**config.mk**
```make
export PLATFORM = sky130hd
export DESIGN_NAME = lsu_replay_top
export DESIGN_NICKNAME = d
export VERILOG_FILES = /design/src/rtl/lsu_replay_pkg.sv /design/src/rtl/lsu_issue_sel.sv /design/src/rtl/lsu_addr_stage.sv /design/src/rtl/lsu_replay_queue.sv /design/src/rtl/lsu_miss_tracker.sv /design/src/rtl/lsu_replay_top.sv
export SDC_FILE = /design/constraint.sdc
export NUM_CORES = 1
export LEC_CHECK = 0
export BUFFER_PORTS_ARGS = -buffer_cell sky130_fd_sc_hd__buf_2
export CORE_MARGIN = 1.5
export CORE_UTILIZATION = 60
export DETAILED_ROUTE_END_ITERATION = 10
export PLACE_DENSITY = 0.78
export SYNTH_ARGS = -nofsm -noshare
export SYNTH_HDL_FRONTEND = slang
export SYNTH_SLANG_ARGS = --single-unit
```
**constraint.sdc**
```tcl
create_clock -name i_clk -period 19.15 [get_ports i_clk]
set_input_delay 1.915 -clock i_clk [delete_from_list [all_inputs] [get_ports i_clk]]
set_output_delay 1.915 -clock i_clk [all_outputs]
set_load 0.1 [all_outputs]
```
**src/rtl/lsu_replay_pkg.sv**
```systemverilog
/*
 * LSU replay path shared definitions
 * Address and tag widths, hazard kinds and the two-way decode of the
 * load instruction word
 */
`default_nettype none

package lsu_replay_pkg;

    localparam int ADDR_W     = 32;
    localparam int LINE_OFF_W = 6;
    localparam int LINE_W     = ADDR_W - LINE_OFF_W;  // Line address width
    localparam int TAG_W      = 4;
    localparam int IMM_W      = 12;

    localparam logic [6:0] OPC_LOAD     = 7'b0000011;
    localparam logic [6:0] OPC_PREFETCH = 7'b0010011;  // ORI with rd=x0

    typedef enum logic [1:0] {
        HAZ_NONE           = 2'd0,
        HAZ_L1D_CONFLICT   = 2'd1,
        HAZ_MISSU_FULL     = 2'd2,
        HAZ_MISSU_ASSIGNED = 2'd3
    } haz_t;

    // ------------------------------
    // Instruction word views
    // ------------------------------
    typedef struct packed {
        logic [11:0] imm;
        logic [4:0]  rs1;
        logic [2:0]  funct3;
        logic [4:0]  rd;
        logic [6:0]  opcode;
    } load_view_t;

    typedef struct packed {
        logic [6:0]  imm_hi;   // Offset bits 11:5 over zero low bits
        logic [4:0]  hint;     // Prefetch kind select
        logic [4:0]  rs1;
        logic [2:0]  funct3;
        logic [4:0]  rd;
        logic [6:0]  opcode;
    } pref_view_t;

    typedef union packed {
        load_view_t ld;
        pref_view_t pf;
    } lsu_inst_u;

endpackage

`default_nettype wire

```
**src/rtl/lsu_issue_sel.sv**
```systemverilog
/*
 * Issue select, stage 1 of the load pipe
 * Picks a re-issued load from the replay queue over a new request
 * and registers the winner into the pipe
 */
`timescale 1ns/1ns
`default_nettype none

module lsu_issue_sel (
    input  wire logic                              i_clk,
    input  wire logic                              i_reset_n,
    input  wire logic                              i_req_valid,
    input  wire logic [lsu_replay_pkg::TAG_W-1:0]  i_req_tag,
    input  wire logic [lsu_replay_pkg::ADDR_W-1:0] i_req_base,
    input  wire logic [31:0]                       i_req_inst,
    input  wire logic                              i_rq_valid,
    input  wire logic [lsu_replay_pkg::TAG_W-1:0]  i_rq_tag,
    input  wire logic [lsu_replay_pkg::ADDR_W-1:0] i_rq_addr,
    input  wire logic                              i_rq_free_ge2,
    output logic                                   o_req_ready,
    output logic                                   o_rq_take,
    output logic                                   o_p1_valid,
    output logic [lsu_replay_pkg::TAG_W-1:0]       o_p1_tag,
    output logic [lsu_replay_pkg::ADDR_W-1:0]      o_p1_base,
    output logic [31:0]                            o_p1_inst,
    output logic                                   o_p1_replay
);

    logic w_take_new;

    // Replay always wins over a new load
    assign o_rq_take   = i_rq_valid;
    assign o_req_ready = !i_rq_valid && i_rq_free_ge2;
    assign w_take_new  = i_req_valid && o_req_ready;

    always_ff @(posedge i_clk or negedge i_reset_n) begin
        if (!i_reset_n) begin
            o_p1_valid <= 1'b0;
        end else begin
            o_p1_valid <= i_rq_valid || w_take_new;
        end
    end

    always_ff @(posedge i_clk) begin
        if (i_rq_valid) begin
            o_p1_tag    <= i_rq_tag;
            o_p1_base   <= i_rq_addr;  // Full address already formed
            o_p1_replay <= 1'b1;
        end else if (w_take_new) begin
            o_p1_tag    <= i_req_tag;
            o_p1_base   <= i_req_base;
            o_p1_inst   <= i_req_inst;
            o_p1_replay <= 1'b0;
        end
    end

endmodule

`default_nettype wire

```
**src/rtl/lsu_addr_stage.sv**
```systemverilog
/*
 * Address and hazard check, stage 2 of the load pipe
 * Forms the load address, checks the bank and the miss tracker, and
 * registers either a completion or a push into the replay queue
 */
`timescale 1ns/1ns
`default_nettype none

module lsu_addr_stage #(
    parameter int MISSU_ENTRIES = 4
) (
    input  wire logic                              i_clk,
    input  wire logic                              i_reset_n,
    input  wire logic                              i_p1_valid,
    input  wire logic [lsu_replay_pkg::TAG_W-1:0]  i_p1_tag,
    input  wire logic [lsu_replay_pkg::ADDR_W-1:0] i_p1_base,
    input  wire logic [31:0]                       i_p1_inst,
    input  wire logic                              i_p1_replay,
    input  wire logic                              i_miss,
    input  wire logic                              i_l1d_busy,
    input  wire logic [MISSU_ENTRIES-1:0]          i_mt_match_oh,
    input  wire logic                              i_mt_full,
    output logic [lsu_replay_pkg::LINE_W-1:0]      o_mt_lookup_line,
    output logic                                   o_mt_alloc,
    output logic                                   o_haz_push,
    output logic [lsu_replay_pkg::TAG_W-1:0]       o_haz_tag,
    output logic [lsu_replay_pkg::ADDR_W-1:0]      o_haz_addr,
    output lsu_replay_pkg::haz_t                   o_haz_typ,
    output logic [MISSU_ENTRIES-1:0]               o_haz_missu_oh,
    output logic                                   o_done_valid,
    output logic [lsu_replay_pkg::TAG_W-1:0]       o_done_tag,
    output logic [lsu_replay_pkg::ADDR_W-1:0]      o_done_addr,
    output logic                                   o_done_miss
);

    localparam int AW = lsu_replay_pkg::ADDR_W;
    localparam int IW = lsu_replay_pkg::IMM_W;

    lsu_replay_pkg::lsu_inst_u w_inst;
    lsu_replay_pkg::haz_t      w_haz_typ;
    logic [AW-1:0]             w_imm;
    logic [AW-1:0]             w_addr;
    logic [MISSU_ENTRIES-1:0]  w_haz_oh;
    logic                      w_done;
    logic [lsu_replay_pkg::TAG_W-1:0] r_tag;
    logic [AW-1:0]             r_addr;

    // ------------------------------
    // Address forming
    // ------------------------------
    assign w_inst = i_p1_inst;

    always_comb begin
        case (w_inst.ld.opcode)
            lsu_replay_pkg::OPC_PREFETCH: w_imm = {{(AW-IW){w_inst.pf.imm_hi[6]}},
                                                   w_inst.pf.imm_hi, 5'b0};
            lsu_replay_pkg::OPC_LOAD:     w_imm = {{(AW-IW){w_inst.ld.imm[11]}}, w_inst.ld.imm};
            default:                      w_imm = '0;
        endcase
    end

    assign w_addr           = i_p1_replay ? i_p1_base : i_p1_base + w_imm;
    assign o_mt_lookup_line = w_addr[AW-1:lsu_replay_pkg::LINE_OFF_W];

    // ------------------------------
    // Hazard check in priority order
    // ------------------------------
    // Completes when the bank is free and a miss can take a refill entry
    assign w_done     = i_p1_valid && !i_l1d_busy &&
                        !(i_miss && (|i_mt_match_oh || i_mt_full));
    assign o_mt_alloc = w_done && i_miss;

    always_comb begin
        w_haz_typ = lsu_replay_pkg::HAZ_NONE;
        w_haz_oh  = '0;
        if (i_p1_valid) begin
            if (i_l1d_busy) begin
                w_haz_typ = lsu_replay_pkg::HAZ_L1D_CONFLICT;
            end else if (i_miss && |i_mt_match_oh) begin
                w_haz_typ = lsu_replay_pkg::HAZ_MISSU_ASSIGNED;
                w_haz_oh  = i_mt_match_oh;  // Wait on this refill
            end else if (i_miss && i_mt_full) begin
                w_haz_typ = lsu_replay_pkg::HAZ_MISSU_FULL;
            end
        end
    end

    always_ff @(posedge i_clk or negedge i_reset_n) begin
        if (!i_reset_n) begin
            o_haz_push   <= 1'b0;
            o_done_valid <= 1'b0;
        end else begin
            o_haz_push   <= w_haz_typ != lsu_replay_pkg::HAZ_NONE;
            o_done_valid <= w_done;
        end
    end

    always_ff @(posedge i_clk) begin
        r_tag          <= i_p1_tag;
        r_addr         <= w_addr;
        o_haz_typ      <= w_haz_typ;
        o_haz_missu_oh <= w_haz_oh;
        o_done_miss    <= i_miss;
    end

    assign o_haz_tag   = r_tag;
    assign o_haz_addr  = r_addr;
    assign o_done_tag  = r_tag;
    assign o_done_addr = r_addr;

    // A load leaves stage 2 by exactly one of the two exits
    a_push_xor_done: assert property (@(posedge i_clk) disable iff (!i_reset_n)
        !(o_haz_push && o_done_valid))
        else $error("stage 2 pushed and completed the same load");

    a_one_exit: assert property (@(posedge i_clk) disable iff (!i_reset_n)
        i_p1_valid |=> o_haz_push || o_done_valid)
        else $error("stage 2 dropped a load");

endmodule

`default_nettype wire

```
**src/rtl/lsu_replay_queue.sv**
```systemverilog
/*
 * Replay queue for hazarded loads
 * Circular buffer in arrival order. Only the head re-issues, once
 * the wake-up condition of its hazard kind holds
 */
`timescale 1ns/1ns
`default_nettype none

module lsu_replay_queue #(
    parameter int RQ_DEPTH      = 8,
    parameter int MISSU_ENTRIES = 4
) (
    input  wire logic                              i_clk,
    input  wire logic                              i_reset_n,
    input  wire logic                              i_haz_push,
    input  wire logic [lsu_replay_pkg::TAG_W-1:0]  i_haz_tag,
    input  wire logic [lsu_replay_pkg::ADDR_W-1:0] i_haz_addr,
    input  wire lsu_replay_pkg::haz_t              i_haz_typ,
    input  wire logic [MISSU_ENTRIES-1:0]          i_haz_missu_oh,
    input  wire logic                              i_take,
    input  wire logic                              i_mt_full,
    input  wire logic                              i_mt_resolve_valid,
    input  wire logic [MISSU_ENTRIES-1:0]          i_mt_resolve_oh,
    input  wire logic [MISSU_ENTRIES-1:0]          i_mt_entry_valids,
    output logic                                   o_valid,
    output logic [lsu_replay_pkg::TAG_W-1:0]       o_tag,
    output logic [lsu_replay_pkg::ADDR_W-1:0]      o_addr,
    output logic                                   o_free_ge2
);

    localparam int PTR_W = $clog2(RQ_DEPTH);
    localparam int CNT_W = $clog2(RQ_DEPTH + 1);

    logic [lsu_replay_pkg::TAG_W-1:0]  r_tag   [RQ_DEPTH];
    logic [lsu_replay_pkg::ADDR_W-1:0] r_addr  [RQ_DEPTH];
    lsu_replay_pkg::haz_t              r_typ   [RQ_DEPTH];
    logic [MISSU_ENTRIES-1:0]          r_oh    [RQ_DEPTH];

    logic [PTR_W-1:0] r_head;
    logic [PTR_W-1:0] r_tail;
    logic [CNT_W-1:0] r_count;
    logic             w_empty;
    logic             w_wake;
    logic [MISSU_ENTRIES-1:0] w_head_oh;
    lsu_replay_pkg::haz_t     w_head_typ;

    assign w_empty    = r_count == '0;
    assign w_head_oh  = r_oh[r_head];
    assign w_head_typ = r_typ[r_head];

    // Two loads may already be in the pipe ahead of the queue
    assign o_free_ge2 = 32'(r_count) + 32'(i_haz_push) + 32'd2 <= 32'(RQ_DEPTH);

    // ------------------------------
    // Head wake-up
    // ------------------------------
    always_comb begin
        case (w_head_typ)
            lsu_replay_pkg::HAZ_L1D_CONFLICT:   w_wake = 1'b1;
            lsu_replay_pkg::HAZ_MISSU_FULL:     w_wake = !i_mt_full;
            lsu_replay_pkg::HAZ_MISSU_ASSIGNED: w_wake =
                (i_mt_resolve_valid && i_mt_resolve_oh == w_head_oh) ||
                ((w_head_oh & i_mt_entry_valids) == '0);  // Refill entry gone
            default:                            w_wake = 1'b0;
        endcase
    end

    assign o_valid = !w_empty && w_wake;
    assign o_tag   = r_tag[r_head];
    assign o_addr  = r_addr[r_head];

    // ------------------------------
    // Pointers and count
    // ------------------------------
    always_ff @(posedge i_clk or negedge i_reset_n) begin
        if (!i_reset_n) begin
            r_head  <= '0;
            r_tail  <= '0;
            r_count <= '0;
        end else begin
            if (i_haz_push) begin
                r_tail <= (32'(r_tail) == RQ_DEPTH - 1) ? '0 : r_tail + 1'b1;
            end
            if (i_take) begin
                r_head <= (32'(r_head) == RQ_DEPTH - 1) ? '0 : r_head + 1'b1;
            end
            case ({i_haz_push, i_take})
                2'b10:   r_count <= r_count + 1'b1;
                2'b01:   r_count <= r_count - 1'b1;
                default: r_count <= r_count;
            endcase
        end
    end

    always_ff @(posedge i_clk) begin
        if (i_haz_push) begin
            r_tag[r_tail]  <= i_haz_tag;
            r_addr[r_tail] <= i_haz_addr;
            r_typ[r_tail]  <= i_haz_typ;
            r_oh[r_tail]   <= i_haz_missu_oh;
        end
    end

    // Issue select must hold new loads off before the queue fills
    a_no_push_full: assert property (@(posedge i_clk) disable iff (!i_reset_n)
        i_haz_push |-> 32'(r_count) < RQ_DEPTH)
        else $error("replay push into a full queue");

    a_head_kind: assert property (@(posedge i_clk) disable iff (!i_reset_n)
        !w_empty |-> w_head_typ != lsu_replay_pkg::HAZ_NONE)
        else $error("replay queue head holds no hazard kind");

endmodule

`default_nettype wire

```
**src/rtl/lsu_miss_tracker.sv**
```systemverilog
/*
 * Miss tracker
 * Refill entries by line address. Allocates the lowest free entry and
 * resolves it with a one-hot pulse after a fixed latency
 */
`timescale 1ns/1ns
`default_nettype none

module lsu_miss_tracker #(
    parameter int MISSU_ENTRIES = 4,
    parameter int REFILL_LAT    = 12
) (
    input  wire logic                              i_clk,
    input  wire logic                              i_reset_n,
    input  wire logic [lsu_replay_pkg::LINE_W-1:0] i_lookup_line,
    input  wire logic                              i_alloc,
    output logic [MISSU_ENTRIES-1:0]               o_match_oh,
    output logic                                   o_full,
    output logic                                   o_resolve_valid,
    output logic [MISSU_ENTRIES-1:0]               o_resolve_oh,
    output logic [MISSU_ENTRIES-1:0]               o_entry_valids
);

    localparam int CNT_W = $clog2(REFILL_LAT + 1);

    logic [MISSU_ENTRIES-1:0]          r_valid;
    logic [lsu_replay_pkg::LINE_W-1:0] r_line [MISSU_ENTRIES];
    logic [CNT_W-1:0]                  r_cnt  [MISSU_ENTRIES];
    logic [MISSU_ENTRIES-1:0]          w_alloc_oh;
    logic [MISSU_ENTRIES-1:0]          w_fin;

    always_comb begin
        w_alloc_oh = '0;
        for (int i = MISSU_ENTRIES - 1; i >= 0; i--) begin
            if (!r_valid[i]) w_alloc_oh = MISSU_ENTRIES'(1) << i;  // Lowest wins
        end
        for (int i = 0; i < MISSU_ENTRIES; i++) begin
            o_match_oh[i] = r_valid[i] && r_line[i] == i_lookup_line;
            w_fin[i]      = r_valid[i] && r_cnt[i] == '0;
        end
    end

    assign o_full         = &r_valid;
    assign o_entry_valids = r_valid;

    always_ff @(posedge i_clk or negedge i_reset_n) begin
        if (!i_reset_n) begin
            r_valid         <= '0;
            o_resolve_valid <= 1'b0;
        end else begin
            r_valid         <= (r_valid & ~w_fin) | (i_alloc ? w_alloc_oh : '0);
            o_resolve_valid <= |w_fin;
        end
    end

    always_ff @(posedge i_clk) begin
        o_resolve_oh <= w_fin;
        for (int i = 0; i < MISSU_ENTRIES; i++) begin
            if (i_alloc && w_alloc_oh[i]) begin
                r_line[i] <= i_lookup_line;
                r_cnt[i]  <= CNT_W'(REFILL_LAT - 1);
            end else if (r_valid[i] && r_cnt[i] != '0) begin
                r_cnt[i]  <= r_cnt[i] - 1'b1;
            end
        end
    end

    a_no_alloc_full: assert property (@(posedge i_clk) disable iff (!i_reset_n)
        i_alloc |-> !o_full)
        else $error("miss tracker allocation while full");

endmodule

`default_nettype wire

```
**src/rtl/lsu_replay_top.sv**
```systemverilog
/*
 * Load path with replay queue
 * Issue select and address stage in a chain, with the replay queue
 * and the miss tracker beside them
 */
`timescale 1ns/1ns
`default_nettype none

module lsu_replay_top #(
    parameter int RQ_DEPTH      = 8,
    parameter int MISSU_ENTRIES = 4,
    parameter int REFILL_LAT    = 12
) (
    input  wire logic                              i_clk,
    input  wire logic                              i_reset_n,
    input  wire logic                              i_req_valid,
    input  wire logic [lsu_replay_pkg::TAG_W-1:0]  i_req_tag,
    input  wire logic [lsu_replay_pkg::ADDR_W-1:0] i_req_base,
    input  wire logic [31:0]                       i_req_inst,
    output logic                                   o_req_ready,
    input  wire logic                              i_miss,
    input  wire logic                              i_l1d_busy,
    output logic                                   o_done_valid,
    output logic [lsu_replay_pkg::TAG_W-1:0]       o_done_tag,
    output logic [lsu_replay_pkg::ADDR_W-1:0]      o_done_addr,
    output logic                                   o_done_miss
);

    logic                              p1_valid, p1_replay;
    logic [lsu_replay_pkg::TAG_W-1:0]  p1_tag, haz_tag, rq_tag;
    logic [lsu_replay_pkg::ADDR_W-1:0] p1_base, haz_addr, rq_addr;
    logic [31:0]                       p1_inst;
    logic                              haz_push, rq_valid, rq_take, rq_free_ge2;
    lsu_replay_pkg::haz_t              haz_typ;
    logic [MISSU_ENTRIES-1:0]          haz_missu_oh, mt_match_oh;
    logic [MISSU_ENTRIES-1:0]          mt_resolve_oh, mt_entry_valids;
    logic [lsu_replay_pkg::LINE_W-1:0] mt_lookup_line;
    logic                              mt_alloc, mt_full, mt_resolve_valid;

    lsu_issue_sel u_issue_sel (
        .i_clk(i_clk), .i_reset_n(i_reset_n),
        .i_req_valid(i_req_valid), .i_req_tag(i_req_tag),
        .i_req_base(i_req_base), .i_req_inst(i_req_inst),
        .i_rq_valid(rq_valid), .i_rq_tag(rq_tag), .i_rq_addr(rq_addr),
        .i_rq_free_ge2(rq_free_ge2),
        .o_req_ready(o_req_ready), .o_rq_take(rq_take),
        .o_p1_valid(p1_valid), .o_p1_tag(p1_tag), .o_p1_base(p1_base),
        .o_p1_inst(p1_inst), .o_p1_replay(p1_replay)
    );

    lsu_addr_stage #(.MISSU_ENTRIES(MISSU_ENTRIES)) u_addr_stage (
        .i_clk(i_clk), .i_reset_n(i_reset_n),
        .i_p1_valid(p1_valid), .i_p1_tag(p1_tag), .i_p1_base(p1_base),
        .i_p1_inst(p1_inst), .i_p1_replay(p1_replay),
        .i_miss(i_miss), .i_l1d_busy(i_l1d_busy),
        .i_mt_match_oh(mt_match_oh), .i_mt_full(mt_full),
        .o_mt_lookup_line(mt_lookup_line), .o_mt_alloc(mt_alloc),
        .o_haz_push(haz_push), .o_haz_tag(haz_tag), .o_haz_addr(haz_addr),
        .o_haz_typ(haz_typ), .o_haz_missu_oh(haz_missu_oh),
        .o_done_valid(o_done_valid), .o_done_tag(o_done_tag),
        .o_done_addr(o_done_addr), .o_done_miss(o_done_miss)
    );

    lsu_replay_queue #(.RQ_DEPTH(RQ_DEPTH), .MISSU_ENTRIES(MISSU_ENTRIES)) u_replay_queue (
        .i_clk(i_clk), .i_reset_n(i_reset_n),
        .i_haz_push(haz_push), .i_haz_tag(haz_tag), .i_haz_addr(haz_addr),
        .i_haz_typ(haz_typ), .i_haz_missu_oh(haz_missu_oh),
        .i_take(rq_take), .i_mt_full(mt_full),
        .i_mt_resolve_valid(mt_resolve_valid), .i_mt_resolve_oh(mt_resolve_oh),
        .i_mt_entry_valids(mt_entry_valids),
        .o_valid(rq_valid), .o_tag(rq_tag), .o_addr(rq_addr),
        .o_free_ge2(rq_free_ge2)
    );

    lsu_miss_tracker #(
        .MISSU_ENTRIES(MISSU_ENTRIES),
        .REFILL_LAT(REFILL_LAT)
    ) u_miss_tracker (
        .i_clk(i_clk), .i_reset_n(i_reset_n),
        .i_lookup_line(mt_lookup_line), .i_alloc(mt_alloc),
        .o_match_oh(mt_match_oh), .o_full(mt_full),
        .o_resolve_valid(mt_resolve_valid), .o_resolve_oh(mt_resolve_oh),
        .o_entry_valids(mt_entry_valids)
    );

endmodule

`default_nettype wire

```
Word level (Yosys, flattened, before mapping)
Memory sizes are Yosys's and may differ from the RTL's. Index checks and enable logic that the tools add are counted.

Flip-flop bits (word level): 134. Bits in latches: 0. Memory bits (writable): 456. ROM bits: 0. Input port bits: 73. Output and inout port bits: 39. Logic and storage cells: 170. Memories kept: 6.

Memory list: u_replay_queue.r_addr (words 8, bits a word 32, rd ports 1, clocked after Yosys merged registers in 0, write ports 1, RTL line lsu_replay_queue.sv:35) `logic [lsu_replay_pkg::ADDR_W-1:0] r_addr [RQ_DEPTH];`; u_miss_tracker.r_line (words 4, bits a word 26, rd ports 4, clocked after Yosys merged registers in 0, write ports 1, RTL line lsu_miss_tracker.sv:27) `logic [lsu_replay_pkg::LINE_W-1:0] r_line [MISSU_ENTRIES];`; u_replay_queue.r_oh (words 8, bits a word 4, rd ports 1, clocked after Yosys merged registers in 0, write ports 1, RTL line lsu_replay_queue.sv:37) `logic [MISSU_ENTRIES-1:0] r_oh [RQ_DEPTH];`; u_replay_queue.r_tag (words 8, bits a word 4, rd ports 1, clocked after Yosys merged registers in 0, write ports 1, RTL line lsu_replay_queue.sv:34) `logic [lsu_replay_pkg::TAG_W-1:0] r_tag [RQ_DEPTH];`; u_miss_tracker.r_cnt (words 4, bits a word 4, rd ports 4, clocked after Yosys merged registers in 0, write ports 4, RTL line lsu_miss_tracker.sv:28) `logic [CNT_W-1:0] r_cnt [MISSU_ENTRIES];`; u_replay_queue.r_typ (words 8, bits a word 2, rd ports 1, clocked after Yosys merged registers in 0, write ports 1, RTL line lsu_replay_queue.sv:36) `lsu_replay_pkg::haz_t r_typ [RQ_DEPTH];`.

Add/sub/neg operators: 11. Multipliers: 0. Divide/modulo/power cells: 0. Order comparisons: 1. Eq/ne operators: 14. Shift-type cells: 0. Mux-type cells: 54. Bitwise operators: 11. Reductions and logical operators: 55.

Operators with widths (number): == test 26 bit (4); two-way mux 32 bit (3); two-way mux 26 bit (3); OR reduction 26 bit (3); case mux 32 bit (2 select lines) (1); two-way mux 4 bit (11); adder 32 x 2 -> 32 bit, second input constant (1); adder 32 bit (1); <= comparator 32 x 4 -> 1 bit, second input constant (1); logical AND 1 bit (26); two-way mux 1 bit (25); zero test 4 bit (6); subtractor 4 x 1 -> 4 bit, second input constant (5); nonzero test 4 bit (4); two-way mux 2 bit (7); bitwise AND 4 bit (2); case mux 4 bit (2 select lines) (1); OR reduction 4 bit (2); == test 7 x 2 -> 1 bit, second input constant (1); == test 7 x 5 -> 1 bit, second input constant (1); adder 3 x 1 -> 3 bit, second input constant (2); == test 2 bit, second input constant (3); == test 3 bit, second input constant (2); two-way mux 3 bit (2); other kinds (15) (29).

Longest topological paths before layout
Word-level depth: 19. Gate-level depth with buffers: 20. Gate-level depth less buffers: 17.

Cells and area by module
A second synthesis with hierarchy kept.

Cells, all modules: 1520. Area, all modules: 25284.2 µm².

Modules (own cells, without submodules): lsu_replay_queue (instances 1, cells an instance 591, area an instance 13431.6 µm², seq. area each 10339.9 µm²); lsu_miss_tracker (instances 1, cells an instance 357, area an instance 5507.8 µm², seq. area each 3808.7 µm²); lsu_addr_stage (instances 1, cells an instance 456, area an instance 3752.3 µm², seq. area each 910.9 µm²); lsu_issue_sel (instances 1, cells an instance 116, area an instance 2592.5 µm², seq. area each 2087.0 µm²).

Worst setup path before layout
OpenSTA, ideal clock, no wires.

Path type: register to output. From: register u_replay_queue.r_head[0]. To: output o_req_ready. Arrival: 7.246 ns. Required time: 17.235 ns. Slack: 9.989 ns. Cell stages (with the launch flop): 11. Path buffers: 2. Cells stage by stage: dfrtp_1 -> buf_2 -> buf_2 -> mux4_2 -> mux2i_1 -> xnor2_1 -> nor3_1 -> a311o_1 -> o211ai_1 -> inv_1 -> a2111oi_0.

Cells in the longest elaborated chain, start to end: 8. Elaborated cells between the ends (all ways): 14. Those cells by class: 4 x eq/ne; 1 x mux; 1 x bitwise; 6 x reduce/logical; 2 x memory.

Ends and longest elaborated chain: start: declaration (RTL line lsu_replay_queue.sv:39) `logic [PTR_W-1:0] r_head;`; start signal: assignment (RTL line lsu_replay_queue.sv:85) `r_head <= (32'(r_head) == RQ_DEPTH - 1) ? '0 : r_head + 1'b1;`; memory read (8 x 4 bit); == test 4 bit or bitwise AND 4 bit (tied branches) (RTL line lsu_replay_queue.sv:62, lsu_replay_queue.sv:63); logical AND 1 bit or zero test 4 bit (tied branches) (RTL line lsu_replay_queue.sv:62, lsu_replay_queue.sv:63); logical OR 1 bit (RTL line lsu_replay_queue.sv:62) `(i_mt_resolve_valid && i_mt_resolve_oh == w_head_oh) ||`; case mux 1 bit (3 select lines) * (RTL line lsu_replay_queue.sv:58) `case (w_head_typ)`; logical AND 1 bit * (RTL line lsu_replay_queue.sv:68) `assign o_valid = !w_empty && w_wake;`; named net rq_take (RTL line lsu_replay_top.sv:33) `logic haz_push, rq_valid, rq_take, rq_free_ge2;`; zero test 1 bit * (RTL line lsu_issue_sel.sv:33) `assign o_req_ready = !i_rq_valid && i_rq_free_ge2;`; logical AND 1 bit * (RTL line lsu_issue_sel.sv:33); end: declaration (RTL line lsu_replay_top.sv:20) `output logic o_req_ready,`.

Mark *: on every way through the listed nets, which the timed path passes. The rest lies on a longest branch.

Worst setup path in the final report
From: register u_issue_sel.o_p1_inst[3]. To: memory u_miss_tracker.r_line[2][11] (netlist name) (enable).

Cells in the longest elaborated chain, start to end: 19. Elaborated cells between the ends (all ways): 40. Those cells by class: 1 x add/sub; 6 x eq/ne; 16 x mux; 17 x reduce/logical.

Ends and longest elaborated chain: start: declaration (RTL line lsu_issue_sel.sv:25) `output logic [31:0] o_p1_inst,`; start signal: assignment (RTL line lsu_issue_sel.sv:52) `o_p1_inst <= i_req_inst;`; == test 7 x 2 -> 1 bit or == test 7 x 5 -> 1 bit (tied branches) (RTL line lsu_addr_stage.sv:54) `case (w_inst.ld.opcode)`; case mux 32 bit (2 select lines) * (RTL line lsu_addr_stage.sv:54); adder 32 bit * (RTL line lsu_addr_stage.sv:62) `assign w_addr = i_p1_replay ? i_p1_base : i_p1_base + w_imm;`; two-way mux 32 bit * (RTL line lsu_addr_stage.sv:62); == test 26 bit (RTL line lsu_miss_tracker.sv:38) `o_match_oh[i] = r_valid[i] && r_line[i] == i_lookup_line;`; logical AND 1 bit (RTL line lsu_miss_tracker.sv:38); OR reduction 4 bit * (RTL line lsu_addr_stage.sv:70) `!(i_miss && (|i_mt_match_oh || i_mt_full));`; logical OR 1 bit * (RTL line lsu_addr_stage.sv:70); logical AND 1 bit * (RTL line lsu_addr_stage.sv:70); zero test 1 bit * (RTL line lsu_addr_stage.sv:70); logical AND 1 bit * (RTL line lsu_addr_stage.sv:69) `assign w_done = i_p1_valid && !i_l1d_busy &&`; logical AND 1 bit * (RTL line lsu_addr_stage.sv:71) `assign o_mt_alloc = w_done && i_miss;`; logical AND 1 bit (RTL line lsu_miss_tracker.sv:59) `if (i_alloc && w_alloc_oh[i]) begin`; two-way mux 1 bit (RTL line lsu_miss_tracker.sv:59); two-way mux 1 bit (not written as such) (RTL line lsu_miss_tracker.sv:60) `r_line[i] <= i_lookup_line;`; OR reduction 26 bit (no line); two-way mux 2 bit (no line) or two-way mux 1 bit (tied branches) (3 in series); end: declaration (RTL line lsu_miss_tracker.sv:27).

Mark *: on every way between the ends. The rest lies on a longest branch, timed or not.

==> metrics.md <==
| Metric | Value |
|---|---|
| Multi-input logic area | `9930 um2` |
| Core area | `44400 um2` |
| Starting DRT DRC Count | `2133` |
| Worst IR Drop VDD | `193 uV` |
| Max-slew headroom | `23.4%` |
| Die Y | `216 um` |
| #FFs+latches synth | `577` |
| Wire length per cell | `28.8 um` |
| Clock Sinks | `577` |
| FF-to-FF path depth | `17` |
| Initial core utilization | `61.1%` |
| PwrDens | `187 nW/um2` |
| Crit share post-route | `39.8%` |
| RSZ-0062 raised after global routing | `no` |
| Min Tclk post-route | `7.63 ns` |
| Synth Area in XOR/XNOR | `3.89%` |
| Post-CTS Setup Inserts | `0` |
| Hold EP | `u_addr_stage.o_done_tag[2]$_DFF_P_` |
| # diodes | `0` |
| Post-synth EDFFs | `511` |
| Synth Area in Compound Gates | `10.1%` |
| CTS max path bufs | `3` |
| Post-Synth Adder-Cell Area | `2.27%` |
| First-pass DRT Iterations | `6` |
| I/O Buffers | `98` |
| Top FF cell, synth | `edfxtp_1` |
| Ys Warns | `0` |
| CTS tree | `built` |
| Post-Synthesis Cell Area | `27100 um2` |
| Worst hold path startpoint | `u_issue_sel.o_p1_tag[2]$_DFFE_PP_` |
| Post-synthesis mux area share | `9.17%` |
| Cell row count | `77` |
| # DRC | `0` |
| Worst slack at placement | `11.61 ns` |
| Worst slew pin tran | `1.14 ns` |
| Die area | `46500 um2` |
| Num CTS Buffers | `57` |
| Simple-gate share of the synthesized area | `10.8%` |
| Post_cts resized | `0` |
| CP Capture Type | `flip-flop` |
| Largest family of logic cells by synthesized area | `simple AND/OR/NAND/NOR gates` |
| Syn Area/Cell | `13.7 um2` |
| Total Nets Final | `2204` |
| Crit path required time | `19.43 ns` |
| Critical Path Fanout Max | `23` |
| Mapped Nets | `2105` |
| CP delay by family, top | `simple AND/OR/NAND/NOR gates` |
| Layout area overhead | `12.0%` |
| Crit path DAT | `7.91 ns` |
| Antenna-violating nets left | `0` |
| Critical Path Most Common Cell | `nand4_1` |
| Post-DP HPWL | `51900 um` |
| CP max stage delay | `0.92 ns` |
| Total GRT Usage | `34.0%` |
| # hold bufs at CTS | `0` |
| Terminus of the critical flop-to-flop path | `u_miss_tracker.r_line[2][11]$_DFFE_PP_` |
| Hold Path Class | `reg2reg` |
| Slew Limit Fails | `0` |
| CP startpoint kind | `flip-flop` |
| Yosys cell types | `90` |
| Clock Latency Late Sink | `0.64 ns` |
| Layout cells sized above 1 | `17.8%` |
| Reg area | `16800 um2` |
| Vias in the first global route | `18.0k` |
| Leak | `10.5 nW` |
| Via count | `18.5k` |
| Cell Chain, Critical Path | `nor4_1 > and3_1 > nand2_1 > inv_1 > ha_1 > nand4_1 > nor3_1 > o21ai_0 > a21oi_1 > o211ai_1 > mux2i_1 > xor3_1 > nand4_1 > or4_1 > nand4b_4 > nor4_2 > buf_4` |
| Vias/cell | `6.81` |
| Max Cap Viol | `0` |
| Root buffer cell | `clkbuf_16` |
| Io pins | `112` |
| Final wirelength | `78500 um` |
| Final TNS setup | `0 ns` |
| WHS Path Cells | `0` |
| Cells after synthesis | `1984` |
| Fillers | `2959` |
| Post-synth ARST share | `3.12%` |
| CP max stage cell | `nor4_2` |
| Clock transition at path regs | `0.07 ns` |
| Critical path type | `reg2reg` |
| Final setup skew | `0.0362 ns` |
| Final hold vios | `0` |
| Pin count of the biggest net entering global routing | `72` |
| Die W | `216 um` |
| Initial antenna violation count | `2` |
| Fmax | `131 MHz` |
| Design Power | `5.68 mW` |
| Flop2flop setup slack | `11.52 ns` |
| # H-tree levels | `2` |
| Final worst slack | `11.52 ns` |
| First-pass GRT wire length | `116000 um` |
| Status | `finished, final reports clean` |
| Count of final setup violators | `0` |
| Total congestion overflow | `0` |
| GPL Wtd Cong | `0.969` |
| Buf+Inv Stages, Crit Path | `2` |
| Seq/Total Area, Yosys | `61.7%` |
| Worst R2R Start | `u_issue_sel.o_p1_inst[3]$_DFFE_PP_` |
layer usage:
layer	vias to the layer above	wire length [um]	GRT usage, %
met3	132	8220	6.46
met4	0	2260	10.9
met1	9324	31900	50.3
met5	-	0	0
met2	1113	36100	51.4
li1	7969	-	-
placed cells by master, fill, tap and decap left out, types with 11 or more instances in the layout:
cell and instances:
a2111oi_0 14, a21o_1 11, a21oi_1 62, and2_1 26
buf_2 98, buf_4 30, clkbuf_16 58, clkinv_2 12
dfrtp_1 15, dfxtp_1 47, edfxtp_1 511, ha_1 46
inv_1 49, mux2i_1 47, mux4_2 84, nand2_1 181
nand2b_1 21, nand3_1 37, nand4_1 38, nor2_1 88
nor2b_1 18, nor3_1 34, nor4_1 24, o2111ai_1 14
o211ai_1 23, o21a_1 13, o21ai_0 104, o31ai_1 16
or3_1 18, xnor2_1 74, xor2_1 36
synth_stat cells (all sizes together), types with 22 or more instances:
| cell type | count | area, um2 |
|---|---|---|
| nor4 | 27 | 175 |
| a21oi | 71 | 397 |
| inv | 49 | 184 |
| nor2 | 94 | 353 |
| o211ai | 25 | 198 |
| nor3 | 41 | 220 |
| ha | 46 | 576 |
| nand2 | 182 | 683 |
| dfxtp | 48 | 961 |
| mux4 | 84 | 1890 |
| xor2 | 36 | 315 |
| xnor2 | 74 | 648 |
| o21ai | 115 | 591 |
| and2 | 26 | 163 |
| buf | 34 | 155 |
| nand4 | 38 | 238 |
| mux2i | 47 | 470 |
| clkbuf | 54 | 205 |
| nand3 | 37 | 185 |
| nand2b | 22 | 140 |
| edfxtp | 511 | 15300 |
layout make-up:
type / instances / area share (%)
flip-flops and latches: 577 / 55.2
multi-input cells: 1270 / 32.7
clock buffers: 76 / 5.33
well taps: 592 / 2.44
repair buffers: 128 / 2.35
clock inverters: 31 / 1.42
inverters: 49 / 0.605
per-stage QoR:
step	hold WS (ns)	cell area (um2)	util, %	cells
2_1_floorplan	0.323	27100	-	1984
3_3_place_gp	0.327	28300	63.8	2616
3_5_place_dp	0.331	28300	63.8	2616
4_1_cts	0.350	30400	68.4	2723
5_1_grt	0.361	30400	68.4	2723
6_report	0.347	30400	68.4	2723
kinds of logic after synthesis:
| logic type | count (synthesis) |
|---|---|
| xor+xnor | 114 |
| simple gates | 570 |
| flops | 577 |
| buf+inv | 137 |
| fa+ha+maj | 48 |
| compound gates | 396 |
| mux | 142 |
how the worst max path moves through the flow:
| stage | start | to | slack (ns) | cells after the start |
|---|---|---|---|---|
| 2_1_floorplan | u_replay_queue.r_head[0]$_DFFE_PN0P_ | o_req_ready | 9.99 | 10 |
| 3_3_place_gp | u_issue_sel.o_p1_inst[3]$_DFFE_PP_ | u_miss_tracker.r_line[2][23]$_DFFE_PP_ | 11.86 | 17 |
| 3_5_place_dp | u_issue_sel.o_p1_inst[3]$_DFFE_PP_ | u_miss_tracker.r_line[2][22]$_DFFE_PP_ | 11.61 | 17 |
| 4_1_cts | u_issue_sel.o_p1_inst[3]$_DFFE_PP_ | u_miss_tracker.r_line[2][25]$_DFFE_PP_ | 11.55 | 17 |
| 5_1_grt | u_issue_sel.o_p1_inst[3]$_DFFE_PP_ | u_miss_tracker.r_line[2][25]$_DFFE_PP_ | 11.07 | 17 |
| 6_report | u_issue_sel.o_p1_inst[3]$_DFFE_PP_ | u_miss_tracker.r_line[2][11]$_DFFE_PP_ | 11.52 | 17 |
where the power goes:
group	switching, mW	internal (mW)
sequential	0.319	1.84
combinational	1.61	0.706
clock	0.490	0.720
total	2.42	3.27
state kept, by name, indices dropped and copies added, names as in the netlist:
| name | cells |
|---|---|
| u_addr_stage.o_done_miss | 1 |
| u_issue_sel.o_p1_replay | 1 |
| u_addr_stage.o_done_addr | 32 |
| u_replay_queue.r_head | 3 |
| u_addr_stage.o_haz_missu_oh | 4 |
| u_issue_sel.o_p1_inst | 19 |
| u_miss_tracker.o_entry_valids | 4 |
| u_issue_sel.o_p1_tag | 4 |
| u_replay_queue.r_oh | 32 |
| u_addr_stage.o_done_tag | 4 |
| u_addr_stage.o_haz_push | 1 |
| u_miss_tracker.r_line | 104 |
| u_replay_queue.r_tail | 3 |
| u_issue_sel.o_p1_valid | 1 |
| u_addr_stage.o_haz_typ | 2 |
| u_replay_queue.r_count | 4 |
| u_replay_queue.r_addr | 256 |
| u_miss_tracker.o_resolve_oh | 4 |
| u_issue_sel.o_p1_base | 32 |
| u_miss_tracker.r_cnt | 16 |
| u_miss_tracker.o_resolve_valid | 1 |
| u_addr_stage.o_done_valid | 1 |
| u_replay_queue.r_typ | 16 |
| u_replay_queue.r_tag | 32 |
Power figures use the tool's default switching activity.
